`src/logic/uart_string_pkg.sv`:
```
// shared types and constants for the framed uart string link
// import with uart_string_pkg::* in the module header
`default_nettype none

package uart_string_pkg;

	// one character on the serial line
	typedef logic [7:0] char_t;

	// character count, 0 up to MAX_CHARS
	typedef logic [7:0] length_t;

	localparam int MAX_CHARS = 32;

	// character 0 sits in the lowest byte
	typedef logic [MAX_CHARS*8-1:0] string_t;

	typedef struct packed {
		string_t text;
		length_t length;
	} str_msg_t;

	// frame delimiter, sent twice at each end
	localparam char_t DELIM_CHAR = 8'h26;

	typedef enum logic [2:0] {
		TX_IDLE,
		TX_OPEN1,
		TX_OPEN2,
		TX_BODY,
		TX_CLOSE1,
		TX_CLOSE2,
		TX_FINISH
	} frame_tx_state_t;

	typedef enum logic [1:0] {
		RX_HUNT,
		RX_OPEN2,
		RX_BODY,
		RX_CLOSE2
	} frame_rx_state_t;

endpackage

`default_nettype wire

```
`src/logic/uart_tx.sv`:
```
// uart byte serializer, 8n1, lsb first
// byte_req is only accepted while idle; byte_done marks the end of the stop bit
`default_nettype none

module uart_tx import uart_string_pkg::*; #(
	parameter int CLK_FREQ  = 50_000_000,
	parameter int BAUD_RATE = 115_200
) (
	input  wire   sys_clk,
	input  wire   sys_rst_n,
	input  char_t byte_data,
	input  wire   byte_req,
	output logic  byte_done,
	output logic  uart_tx_port
);

	localparam int BIT_CLKS = CLK_FREQ / BAUD_RATE;
	localparam int CNT_W    = $clog2(BIT_CLKS);

	typedef logic [CNT_W-1:0] bit_cnt_t;

	localparam bit_cnt_t CNT_LAST = bit_cnt_t'(BIT_CLKS - 1);

	logic       busy;
	bit_cnt_t   clk_cnt;
	logic [3:0] bit_idx;
	char_t      shift_q;
	logic       bit_end;

	assign bit_end = (clk_cnt == CNT_LAST);

	// last cycle of the stop bit
	assign byte_done = busy && bit_end && (bit_idx == 4'd9);

	always_ff @(posedge sys_clk or negedge sys_rst_n) begin
		if (!sys_rst_n) begin
			busy         <= 1'b0;
			clk_cnt      <= '0;
			bit_idx      <= '0;
			uart_tx_port <= 1'b1;
		end else if (!busy) begin
			if (byte_req) begin
				busy         <= 1'b1;
				clk_cnt      <= '0;
				bit_idx      <= '0;
				// start bit goes out next cycle
				uart_tx_port <= 1'b0;
			end
		end else if (bit_end) begin
			clk_cnt <= '0;
			bit_idx <= bit_idx + 4'd1;
			if (bit_idx == 4'd9)
				busy <= 1'b0;
			else
				uart_tx_port <= shift_q[0];
		end else begin
			clk_cnt <= clk_cnt + bit_cnt_t'(1);
		end
	end

	// ones shift in behind the data, so the stop bit comes for free
	always_ff @(posedge sys_clk) begin
		if (!busy && byte_req)
			shift_q <= byte_data;
		else if (busy && bit_end && bit_idx != 4'd9)
			shift_q <= {1'b1, shift_q[7:1]};
	end

endmodule

`default_nettype wire

```
`src/logic/uart_rx.sv`:
```
// uart byte deserializer, 8n1, lsb first
// samples each bit in the middle after a two-flop synchronizer;
// rx_byte_vld pulses once per byte with a good stop bit
`default_nettype none

module uart_rx import uart_string_pkg::*; #(
	parameter int CLK_FREQ  = 50_000_000,
	parameter int BAUD_RATE = 115_200
) (
	input  wire   sys_clk,
	input  wire   sys_rst_n,
	input  wire   uart_rx_port,
	output char_t rx_byte,
	output logic  rx_byte_vld
);

	localparam int BIT_CLKS = CLK_FREQ / BAUD_RATE;
	localparam int CNT_W    = $clog2(BIT_CLKS);

	typedef logic [CNT_W-1:0] bit_cnt_t;

	localparam bit_cnt_t CNT_LAST = bit_cnt_t'(BIT_CLKS - 1);
	localparam bit_cnt_t CNT_MID  = bit_cnt_t'(BIT_CLKS / 2 - 1);

	logic       rx_s1;
	logic       rx_s2;
	logic       rx_d;
	logic       fall;
	logic       busy;
	bit_cnt_t   clk_cnt;
	logic [3:0] bit_idx;
	char_t      shift_q;
	logic       mid;

	assign fall = rx_d && !rx_s2;
	assign mid  = busy && (clk_cnt == CNT_MID);

	// line idles high
	always_ff @(posedge sys_clk or negedge sys_rst_n) begin
		if (!sys_rst_n) begin
			rx_s1 <= 1'b1;
			rx_s2 <= 1'b1;
			rx_d  <= 1'b1;
		end else begin
			rx_s1 <= uart_rx_port;
			rx_s2 <= rx_s1;
			rx_d  <= rx_s2;
		end
	end

	always_ff @(posedge sys_clk or negedge sys_rst_n) begin
		if (!sys_rst_n) begin
			busy        <= 1'b0;
			clk_cnt     <= '0;
			bit_idx     <= '0;
			rx_byte_vld <= 1'b0;
		end else begin
			rx_byte_vld <= 1'b0;
			if (!busy) begin
				if (fall) begin
					busy    <= 1'b1;
					clk_cnt <= '0;
					bit_idx <= '0;
				end
			end else begin
				if (clk_cnt == CNT_LAST) begin
					clk_cnt <= '0;
					bit_idx <= bit_idx + 4'd1;
				end else begin
					clk_cnt <= clk_cnt + bit_cnt_t'(1);
				end
				// glitch on the start bit, back to idle
				if (mid && bit_idx == 4'd0 && rx_s2)
					busy <= 1'b0;
				// stop bit sampled, free again for the next start edge
				if (mid && bit_idx == 4'd9) begin
					busy        <= 1'b0;
					rx_byte_vld <= rx_s2;
				end
			end
		end
	end

	always_ff @(posedge sys_clk) begin
		if (mid && bit_idx >= 4'd1 && bit_idx <= 4'd8)
			shift_q <= {rx_s2, shift_q[7:1]};
		if (mid && bit_idx == 4'd9)
			rx_byte <= shift_q;
	end

endmodule

`default_nettype wire

```
`src/logic/frame_tx.sv`:
```
// transmit framer: sends "&&", the string content, then "&&" through uart_tx
// tx_req is taken only while tx_busy is low; tx_done pulses once per frame
`default_nettype none

module frame_tx import uart_string_pkg::*; (
	input  wire      sys_clk,
	input  wire      sys_rst_n,
	input  str_msg_t tx_msg,
	input  wire      tx_req,
	output logic     tx_busy,
	output logic     tx_done,
	output char_t    byte_data,
	output logic     byte_req,
	input  wire      byte_done
);

	frame_tx_state_t state;
	length_t         count;
	length_t         len_q;
	string_t         text_q;
	logic            accept;
	logic            send_char;

	assign accept  = (state == TX_IDLE) && tx_req;
	assign tx_busy = (state != TX_IDLE);
	assign tx_done = (state == TX_FINISH);

	// next byte is content rather than a delimiter
	assign send_char = ((state == TX_OPEN2) && (len_q != '0)) ||
	                   ((state == TX_BODY) && (count != len_q));

	always_ff @(posedge sys_clk or negedge sys_rst_n) begin
		if (!sys_rst_n) begin
			state    <= TX_IDLE;
			count    <= '0;
			byte_req <= 1'b0;
		end else begin
			byte_req <= 1'b0;
			case (state)
				TX_IDLE: begin
					if (tx_req) begin
						state    <= TX_OPEN1;
						byte_req <= 1'b1;
					end
				end
				TX_OPEN1: begin
					if (byte_done) begin
						state    <= TX_OPEN2;
						byte_req <= 1'b1;
					end
				end
				TX_OPEN2: begin
					if (byte_done) begin
						byte_req <= 1'b1;
						count    <= length_t'(1);
						// empty string goes straight to the closing pair
						state    <= send_char ? TX_BODY : TX_CLOSE1;
					end
				end
				TX_BODY: begin
					if (byte_done) begin
						byte_req <= 1'b1;
						if (send_char)
							count <= count + length_t'(1);
						else
							state <= TX_CLOSE1;
					end
				end
				TX_CLOSE1: begin
					if (byte_done) begin
						state    <= TX_CLOSE2;
						byte_req <= 1'b1;
					end
				end
				TX_CLOSE2: begin
					if (byte_done)
						state <= TX_FINISH;
				end
				default: state <= TX_IDLE;
			endcase
		end
	end

	// request is captured here, host may change tx_msg afterwards
	always_ff @(posedge sys_clk) begin
		if (accept) begin
			text_q    <= tx_msg.text;
			len_q     <= (tx_msg.length > length_t'(MAX_CHARS)) ?
			             length_t'(MAX_CHARS) : tx_msg.length;
			byte_data <= DELIM_CHAR;
		end else if (byte_done) begin
			if (send_char) begin
				byte_data <= text_q[7:0];
				text_q    <= text_q >> 8;
			end else begin
				byte_data <= DELIM_CHAR;
			end
		end
	end

endmodule

`default_nettype wire

```
`src/logic/frame_rx.sv`:
```
// receive framer: hunts for "&&", collects content up to the closing "&&"
// rx_msg updates only on rx_done; a bad or oversize frame pulses rx_error
`default_nettype none

module frame_rx import uart_string_pkg::*; (
	input  wire      sys_clk,
	input  wire      sys_rst_n,
	input  char_t    rx_byte,
	input  wire      rx_byte_vld,
	output str_msg_t rx_msg,
	output logic     rx_busy,
	output logic     rx_done,
	output logic     rx_error
);

	frame_rx_state_t state;
	length_t         wcount;
	string_t         work;
	logic            is_delim;

	assign is_delim = (rx_byte == DELIM_CHAR);
	assign rx_busy  = (state == RX_BODY) || (state == RX_CLOSE2);

	always_ff @(posedge sys_clk or negedge sys_rst_n) begin
		if (!sys_rst_n) begin
			state    <= RX_HUNT;
			wcount   <= '0;
			rx_msg   <= '0;
			rx_done  <= 1'b0;
			rx_error <= 1'b0;
		end else begin
			rx_done  <= 1'b0;
			rx_error <= 1'b0;
			if (rx_byte_vld) begin
				case (state)
					RX_HUNT: begin
						if (is_delim)
							state <= RX_OPEN2;
					end
					RX_OPEN2: begin
						// lone '&' outside a frame is just noise
						state  <= is_delim ? RX_BODY : RX_HUNT;
						wcount <= '0;
					end
					RX_BODY: begin
						if (is_delim) begin
							state <= RX_CLOSE2;
						end else if (wcount == length_t'(MAX_CHARS)) begin
							state    <= RX_HUNT;
							rx_error <= 1'b1;
						end else begin
							wcount <= wcount + length_t'(1);
						end
					end
					RX_CLOSE2: begin
						state <= RX_HUNT;
						if (is_delim) begin
							rx_msg.text   <= work;
							rx_msg.length <= wcount;
							rx_done       <= 1'b1;
						end else begin
							rx_error <= 1'b1;
						end
					end
					default: state <= RX_HUNT;
				endcase
			end
		end
	end

	// working copy, cleared at frame start so unused bytes read zero
	always_ff @(posedge sys_clk) begin
		if (rx_byte_vld && state == RX_OPEN2 && is_delim)
			work <= '0;
		else if (rx_byte_vld && state == RX_BODY && !is_delim &&
		         wcount != length_t'(MAX_CHARS))
			work[{wcount[4:0], 3'b000} +: 8] <= rx_byte;
	end

endmodule

`default_nettype wire

```
`src/logic/uart_string_link.sv`:
```
// top level of the framed uart string link
// tx path: frame_tx -> uart_tx, rx path: uart_rx -> frame_rx
// CLK_FREQ and BAUD_RATE set the bit period of both serial blocks
`default_nettype none

module uart_string_link import uart_string_pkg::*; #(
	parameter int CLK_FREQ  = 50_000_000,
	parameter int BAUD_RATE = 115_200
) (
	input  wire      sys_clk,
	input  wire      sys_rst_n,
	input  str_msg_t tx_msg,
	input  wire      tx_req,
	output logic     tx_busy,
	output logic     tx_done,
	output str_msg_t rx_msg,
	output logic     rx_busy,
	output logic     rx_done,
	output logic     rx_error,
	input  wire      uart_rx_port,
	output logic     uart_tx_port
);

	char_t byte_data;
	logic  byte_req;
	logic  byte_done;
	char_t rx_byte;
	logic  rx_byte_vld;

	frame_tx u_frame_tx (
		.sys_clk   (sys_clk),
		.sys_rst_n (sys_rst_n),
		.tx_msg    (tx_msg),
		.tx_req    (tx_req),
		.tx_busy   (tx_busy),
		.tx_done   (tx_done),
		.byte_data (byte_data),
		.byte_req  (byte_req),
		.byte_done (byte_done)
	);

	uart_tx #(
		.CLK_FREQ  (CLK_FREQ),
		.BAUD_RATE (BAUD_RATE)
	) u_uart_tx (
		.sys_clk      (sys_clk),
		.sys_rst_n    (sys_rst_n),
		.byte_data    (byte_data),
		.byte_req     (byte_req),
		.byte_done    (byte_done),
		.uart_tx_port (uart_tx_port)
	);

	uart_rx #(
		.CLK_FREQ  (CLK_FREQ),
		.BAUD_RATE (BAUD_RATE)
	) u_uart_rx (
		.sys_clk      (sys_clk),
		.sys_rst_n    (sys_rst_n),
		.uart_rx_port (uart_rx_port),
		.rx_byte      (rx_byte),
		.rx_byte_vld  (rx_byte_vld)
	);

	frame_rx u_frame_rx (
		.sys_clk     (sys_clk),
		.sys_rst_n   (sys_rst_n),
		.rx_byte     (rx_byte),
		.rx_byte_vld (rx_byte_vld),
		.rx_msg      (rx_msg),
		.rx_busy     (rx_busy),
		.rx_done     (rx_done),
		.rx_error    (rx_error)
	);

endmodule

`default_nettype wire

```
`config.mk`:
```
export PLATFORM = sky130hd
export DESIGN_NAME = uart_string_link
export DESIGN_NICKNAME = d
export VERILOG_FILES = /design/src/logic/uart_string_pkg.sv /design/src/logic/uart_tx.sv /design/src/logic/uart_rx.sv /design/src/logic/frame_tx.sv /design/src/logic/frame_rx.sv /design/src/logic/uart_string_link.sv
export SDC_FILE = /design/constraint.sdc
export NUM_CORES = 2
export LEC_CHECK = 0
export BUFFER_PORTS_ARGS = -buffer_cell sky130_fd_sc_hd__clkbuf_2
export CAP_MARGIN = 20
export CORE_AREA = 2 2 366 223
export DETAILED_ROUTE_END_ITERATION = 6
export DIE_AREA = 0 0 368 225
export PLACE_DENSITY = 0.69
export SLEW_MARGIN = 10
export SYNTH_ARGS = -nofsm -noshare
export SYNTH_HDL_FRONTEND = slang
export SYNTH_SLANG_ARGS = --single-unit
```
`constraint.sdc`:
```
create_clock -name sys_clk -period 15.4 [get_ports sys_clk]
set_input_delay 0.77 -clock sys_clk [delete_from_list [all_inputs] [get_ports sys_clk]]
set_output_delay 0.77 -clock sys_clk [all_outputs]
set_load 0.03 [all_outputs]
```
==> results by group <==
Outcome
  • Status: complete, no violations

Timing
  • Final worst path period share: between 20% and 30%
  • Hold Violations, Final: 0
  • Tightest hold margin: ~140 ps
  • Slew HR: 16.1%
  • Setup slack after layout: 10930 ps
  • RSZ-0062 raised after global routing: false
  • Final min period: between 4000 and 5000 ps
  • Max Slew Vio Count: 0
  • Least-Margin Pin Slew: between 1000 and 1500 ps
  • Setup TNS: 0 ps
  • Final Skew: between 30 and 40 ps
  • Final setup fails: 0
  • Max frequency: between 200 and 250 MHz

Clock tree
  • CTS H-Tree Depth: 3
  • CTS max path bufs: 3
  • Post-CTS Hold Buffers: 0
  • CTS tree: built
  • Worst skew pair latency: approximately 690 ps
  • CTS resizes: 0
  • Postcts setup bufs: 0
  • Clk sinks: roughly 870
  • Root Driver: clkbuf_16
  • Num CTS Buffers: slightly above 80
  • Worst-path clk slew: 60 ps

GRT
  • GRT Residual Overflow: 0
  • Total GRT Usage: roughly a quarter
  • Antenna violations before repair: 5
  • Number of global-route vias before repair: 25700
  • Largest net degree at the start of global routing: 224
  • First-pass GRT wire length: ~160000 um

Critical path
  • Startpoint Class: flip-flop
  • CP Max Fanout: just under 100
  • Arrival @ worst endpoint: around 5000 ps
  • Worst path required time: ~16000 ps
  • CP Class: flip-flop to flip-flop
  • Worst Setup End Kind: flip-flop

Routing
  • Avg WL per Cell: roughly 20 um
  • Vias: approximately 28000
  • Drt first-iter violations: about 3100
  • DR vias/cell: around 5.3
  • Detailed Routing Iterations Pass 1: 6
  • Total Wirelength: 105000 um
  • DRT antenna net count: 0
  • DRC violations left: 0

Floorplan
  • I/O pins: roughly 540
  • DIE WIDTH: about 370 um
  • Core Rows: 80
  • Initial core utilization: about 45%
  • Die Height: 225 um
  • Core Area: roughly 80000 um^2
  • Die area: roughly 83000 um^2

Power
  • Total power: 4560 uW
  • Worst vdd ir: between 70 and 80 uV
  • Leakage power: around 0.018 uW
  • Power Dens Cells: between 100 and 150 nW/um^2

Synth
  • Yosys top cell area share: about a quarter
  • Seq/Total Area, Yosys: 62.0%
  • Most numerous cell in the Yosys netlist: nand2_1
  • Ys Warns: 0
  • Post-synth cell types: 84
  • Synth cell count leaders: 1722 x nand2_1, 317 x dfrtp_1, 288 x edfxtp_1
  • Async set-reset flop share out of synthesis: a little under two fifths
  • Yosys top cell by area: edfxtp_1
  • Synth Area per Inst: between 9 and 10 um^2
  • Gate Count Post-Synth: between 3000 and 4000
  • Post-Synthesis Cell Area: between 30000 and 40000 um^2
  • Number of synthesized flops with an enable pin: 288
  • Top cells by area, synth: edfxtp_1 24%, dfrtp_1 22%, nand2_1 18%, dfxtp_1 15%, mux2i_1 3.4%
  • Post-synth top flop: dfrtp_1
  • Count of state elements after synthesis: 873

Placement
  • DP Worst Slack: about 11000 ps
  • Number of port buffers: between 500 and 600
  • RD Place Congestion: 0.921
  • DP Area: a little under 40000 um^2
  • DP Wirelength: between 70000 and 80000 um

Min path
  • Hold Crit Class: input pin to async pin

Final layout
  • Design Area, Final: 41400 um^2
  • Fill count: 7172
  • P&R area growth vs syn: 16.9%
  • Layout Nets: approximately 4400
  • Area of the multi-input gates: about 12000 um^2
  • Register area: between 20000 and 25000 um^2
  • Share of layout cells above drive strength 1: a little under a fifth

Job
  • Max cap viols: 0
[state kept, by name, indices dropped and copies added, names as in the netlist, 2 cells and up]
name,cells
u_uart_tx.clk_cnt,9
u_frame_rx.work,256
u_uart_rx.bit_idx,4
u_uart_rx.clk_cnt,9
u_uart_tx.bit_idx,4
u_frame_rx.wcount,8
u_frame_rx.state,2
u_frame_tx.state,3
u_frame_tx.len_q,8
u_frame_tx.count,8
u_frame_rx.rx_msg,264
u_frame_tx.text_q,256
u_uart_rx.shift_q,8
u_uart_rx.rx_byte,8
u_uart_tx.shift_q,8
u_frame_tx.byte_data,8
[layout make-up]
type | count | share of cell area, %
Clock inverter | 32 | 0.954
Multi-Input combinational cell | 2532 | 29.7
Tap cell | 1066 | 3.22
Sequential cell | 873 | 53.0
Inverter | 36 | 0.356
Clock buffer | 117 | 5.62
Timing Repair Buffer | 565 | 7.11
Antenna cell | 4 | 0.0242
[worst paths after layout]
kind	start	endpoint	slack, ps	depth (start not counted)
max in group asynchronous	sys_rst_n	u_frame_rx.rx_msg[235]$_DFFE_PN0P_	13850	2
worst min register to register	u_uart_rx.rx_s1$_DFF_PN1_	u_uart_rx.rx_s2$_DFF_PN1_	360	0
min in group sys_clk	uart_rx_port	u_uart_rx.rx_s1$_DFF_PN1_	180	1
worst min-delay path	sys_rst_n	u_uart_rx.clk_cnt[1]$_DFFE_PN0P_	140	1
worst max-delay path	u_frame_tx.state[0]$_DFFE_PN0P_	u_frame_tx.text_q[89]$_DFFE_PP_	10930	7
worst max register to register	u_frame_tx.state[0]$_DFFE_PN0P_	u_frame_tx.text_q[89]$_DFFE_PP_	10930	7
[cell families (layout without fill, tap and decap cells)]
group / Yosys count / after routing / share of synthesized area (%)
compound gates: 401 / 401 / 7.25
xor+xnor: 15 / 15 / 0.371
fa+ha+maj: 21 / 21 / 0.742
buf+inv: 260 / 750 / 3.38
flops: 873 / 873 / 62.0
mux: 133 / 133 / 3.80
other cells: 1 / 6 / 0.0106
simple gates: 1960 / 1960 / 22.4
[where the power goes]
group / internal (uW) / switching (uW) / total (uW)
Combinational: 35.4 / 40.9 / 76.3
Clock: 1150 / 933 / 2090
Sequential: 2380 / 12.3 / 2400
Total: 3570 / 987 / 4560
[metal layers]
| metal | GRT usage [%] | up-vias | share of wire [%] |
|---|---|---|---|
| met5 | 0 | - | 0 |
| met4 | 7.04 | 0 | 2.5 |
| met3 | 6.26 | 161 | 8.0 |
| met2 | 34.1 | 932 | 42 |
| met1 | 37.6 | 13600 | 47 |
| li1 | - | 12900 | - |
[metrics by stage]
stage,cells,util [%]
3_5_place_dp,5072,48.9
5_1_grt,5224,52.4
6_report,5225,52.4
3_3_place_gp,5072,48.9
2_1_floorplan,3665,-
4_1_cts,5221,52.4
[cell usage in the layout, fill, tap and decap left out, types with 5 or more instances in the layout]
cell,count
xor2_1,11
bufinv_16,5
clkinv_2,8
edfxtp_1,288
dfxtp_1,264
nand2b_1,14
mux2_2,13
o31ai_1,9
o41ai_1,6
nand4_1,7
and2_1,22
inv_6,5
nand2_1,1721
a21oi_1,14
clkbuf_8,14
inv_1,33
or2_2,23
dfrtp_1,317
and3_1,11
nand3_1,53
nor4_1,5
o21ai_1,22
clkinv_1,5
clkbuf_2,536
clkbuf_16,82
a31oi_1,7
o21ai_0,166
clkbuf_1,20
mux2i_1,120
nor2b_1,6
nor2_1,47
ha_1,21
o211ai_1,136
buf_4,25
[worst max-delay path: stages (launching register included)]
cell     delay (ps)
dfrtp_1         580
nor2_1          450
nand3_4         560
inv_6           710
buf_4           720
buf_4           870
nand2_1         150
nand2_1          90
(Power assumes the default switching activity.)
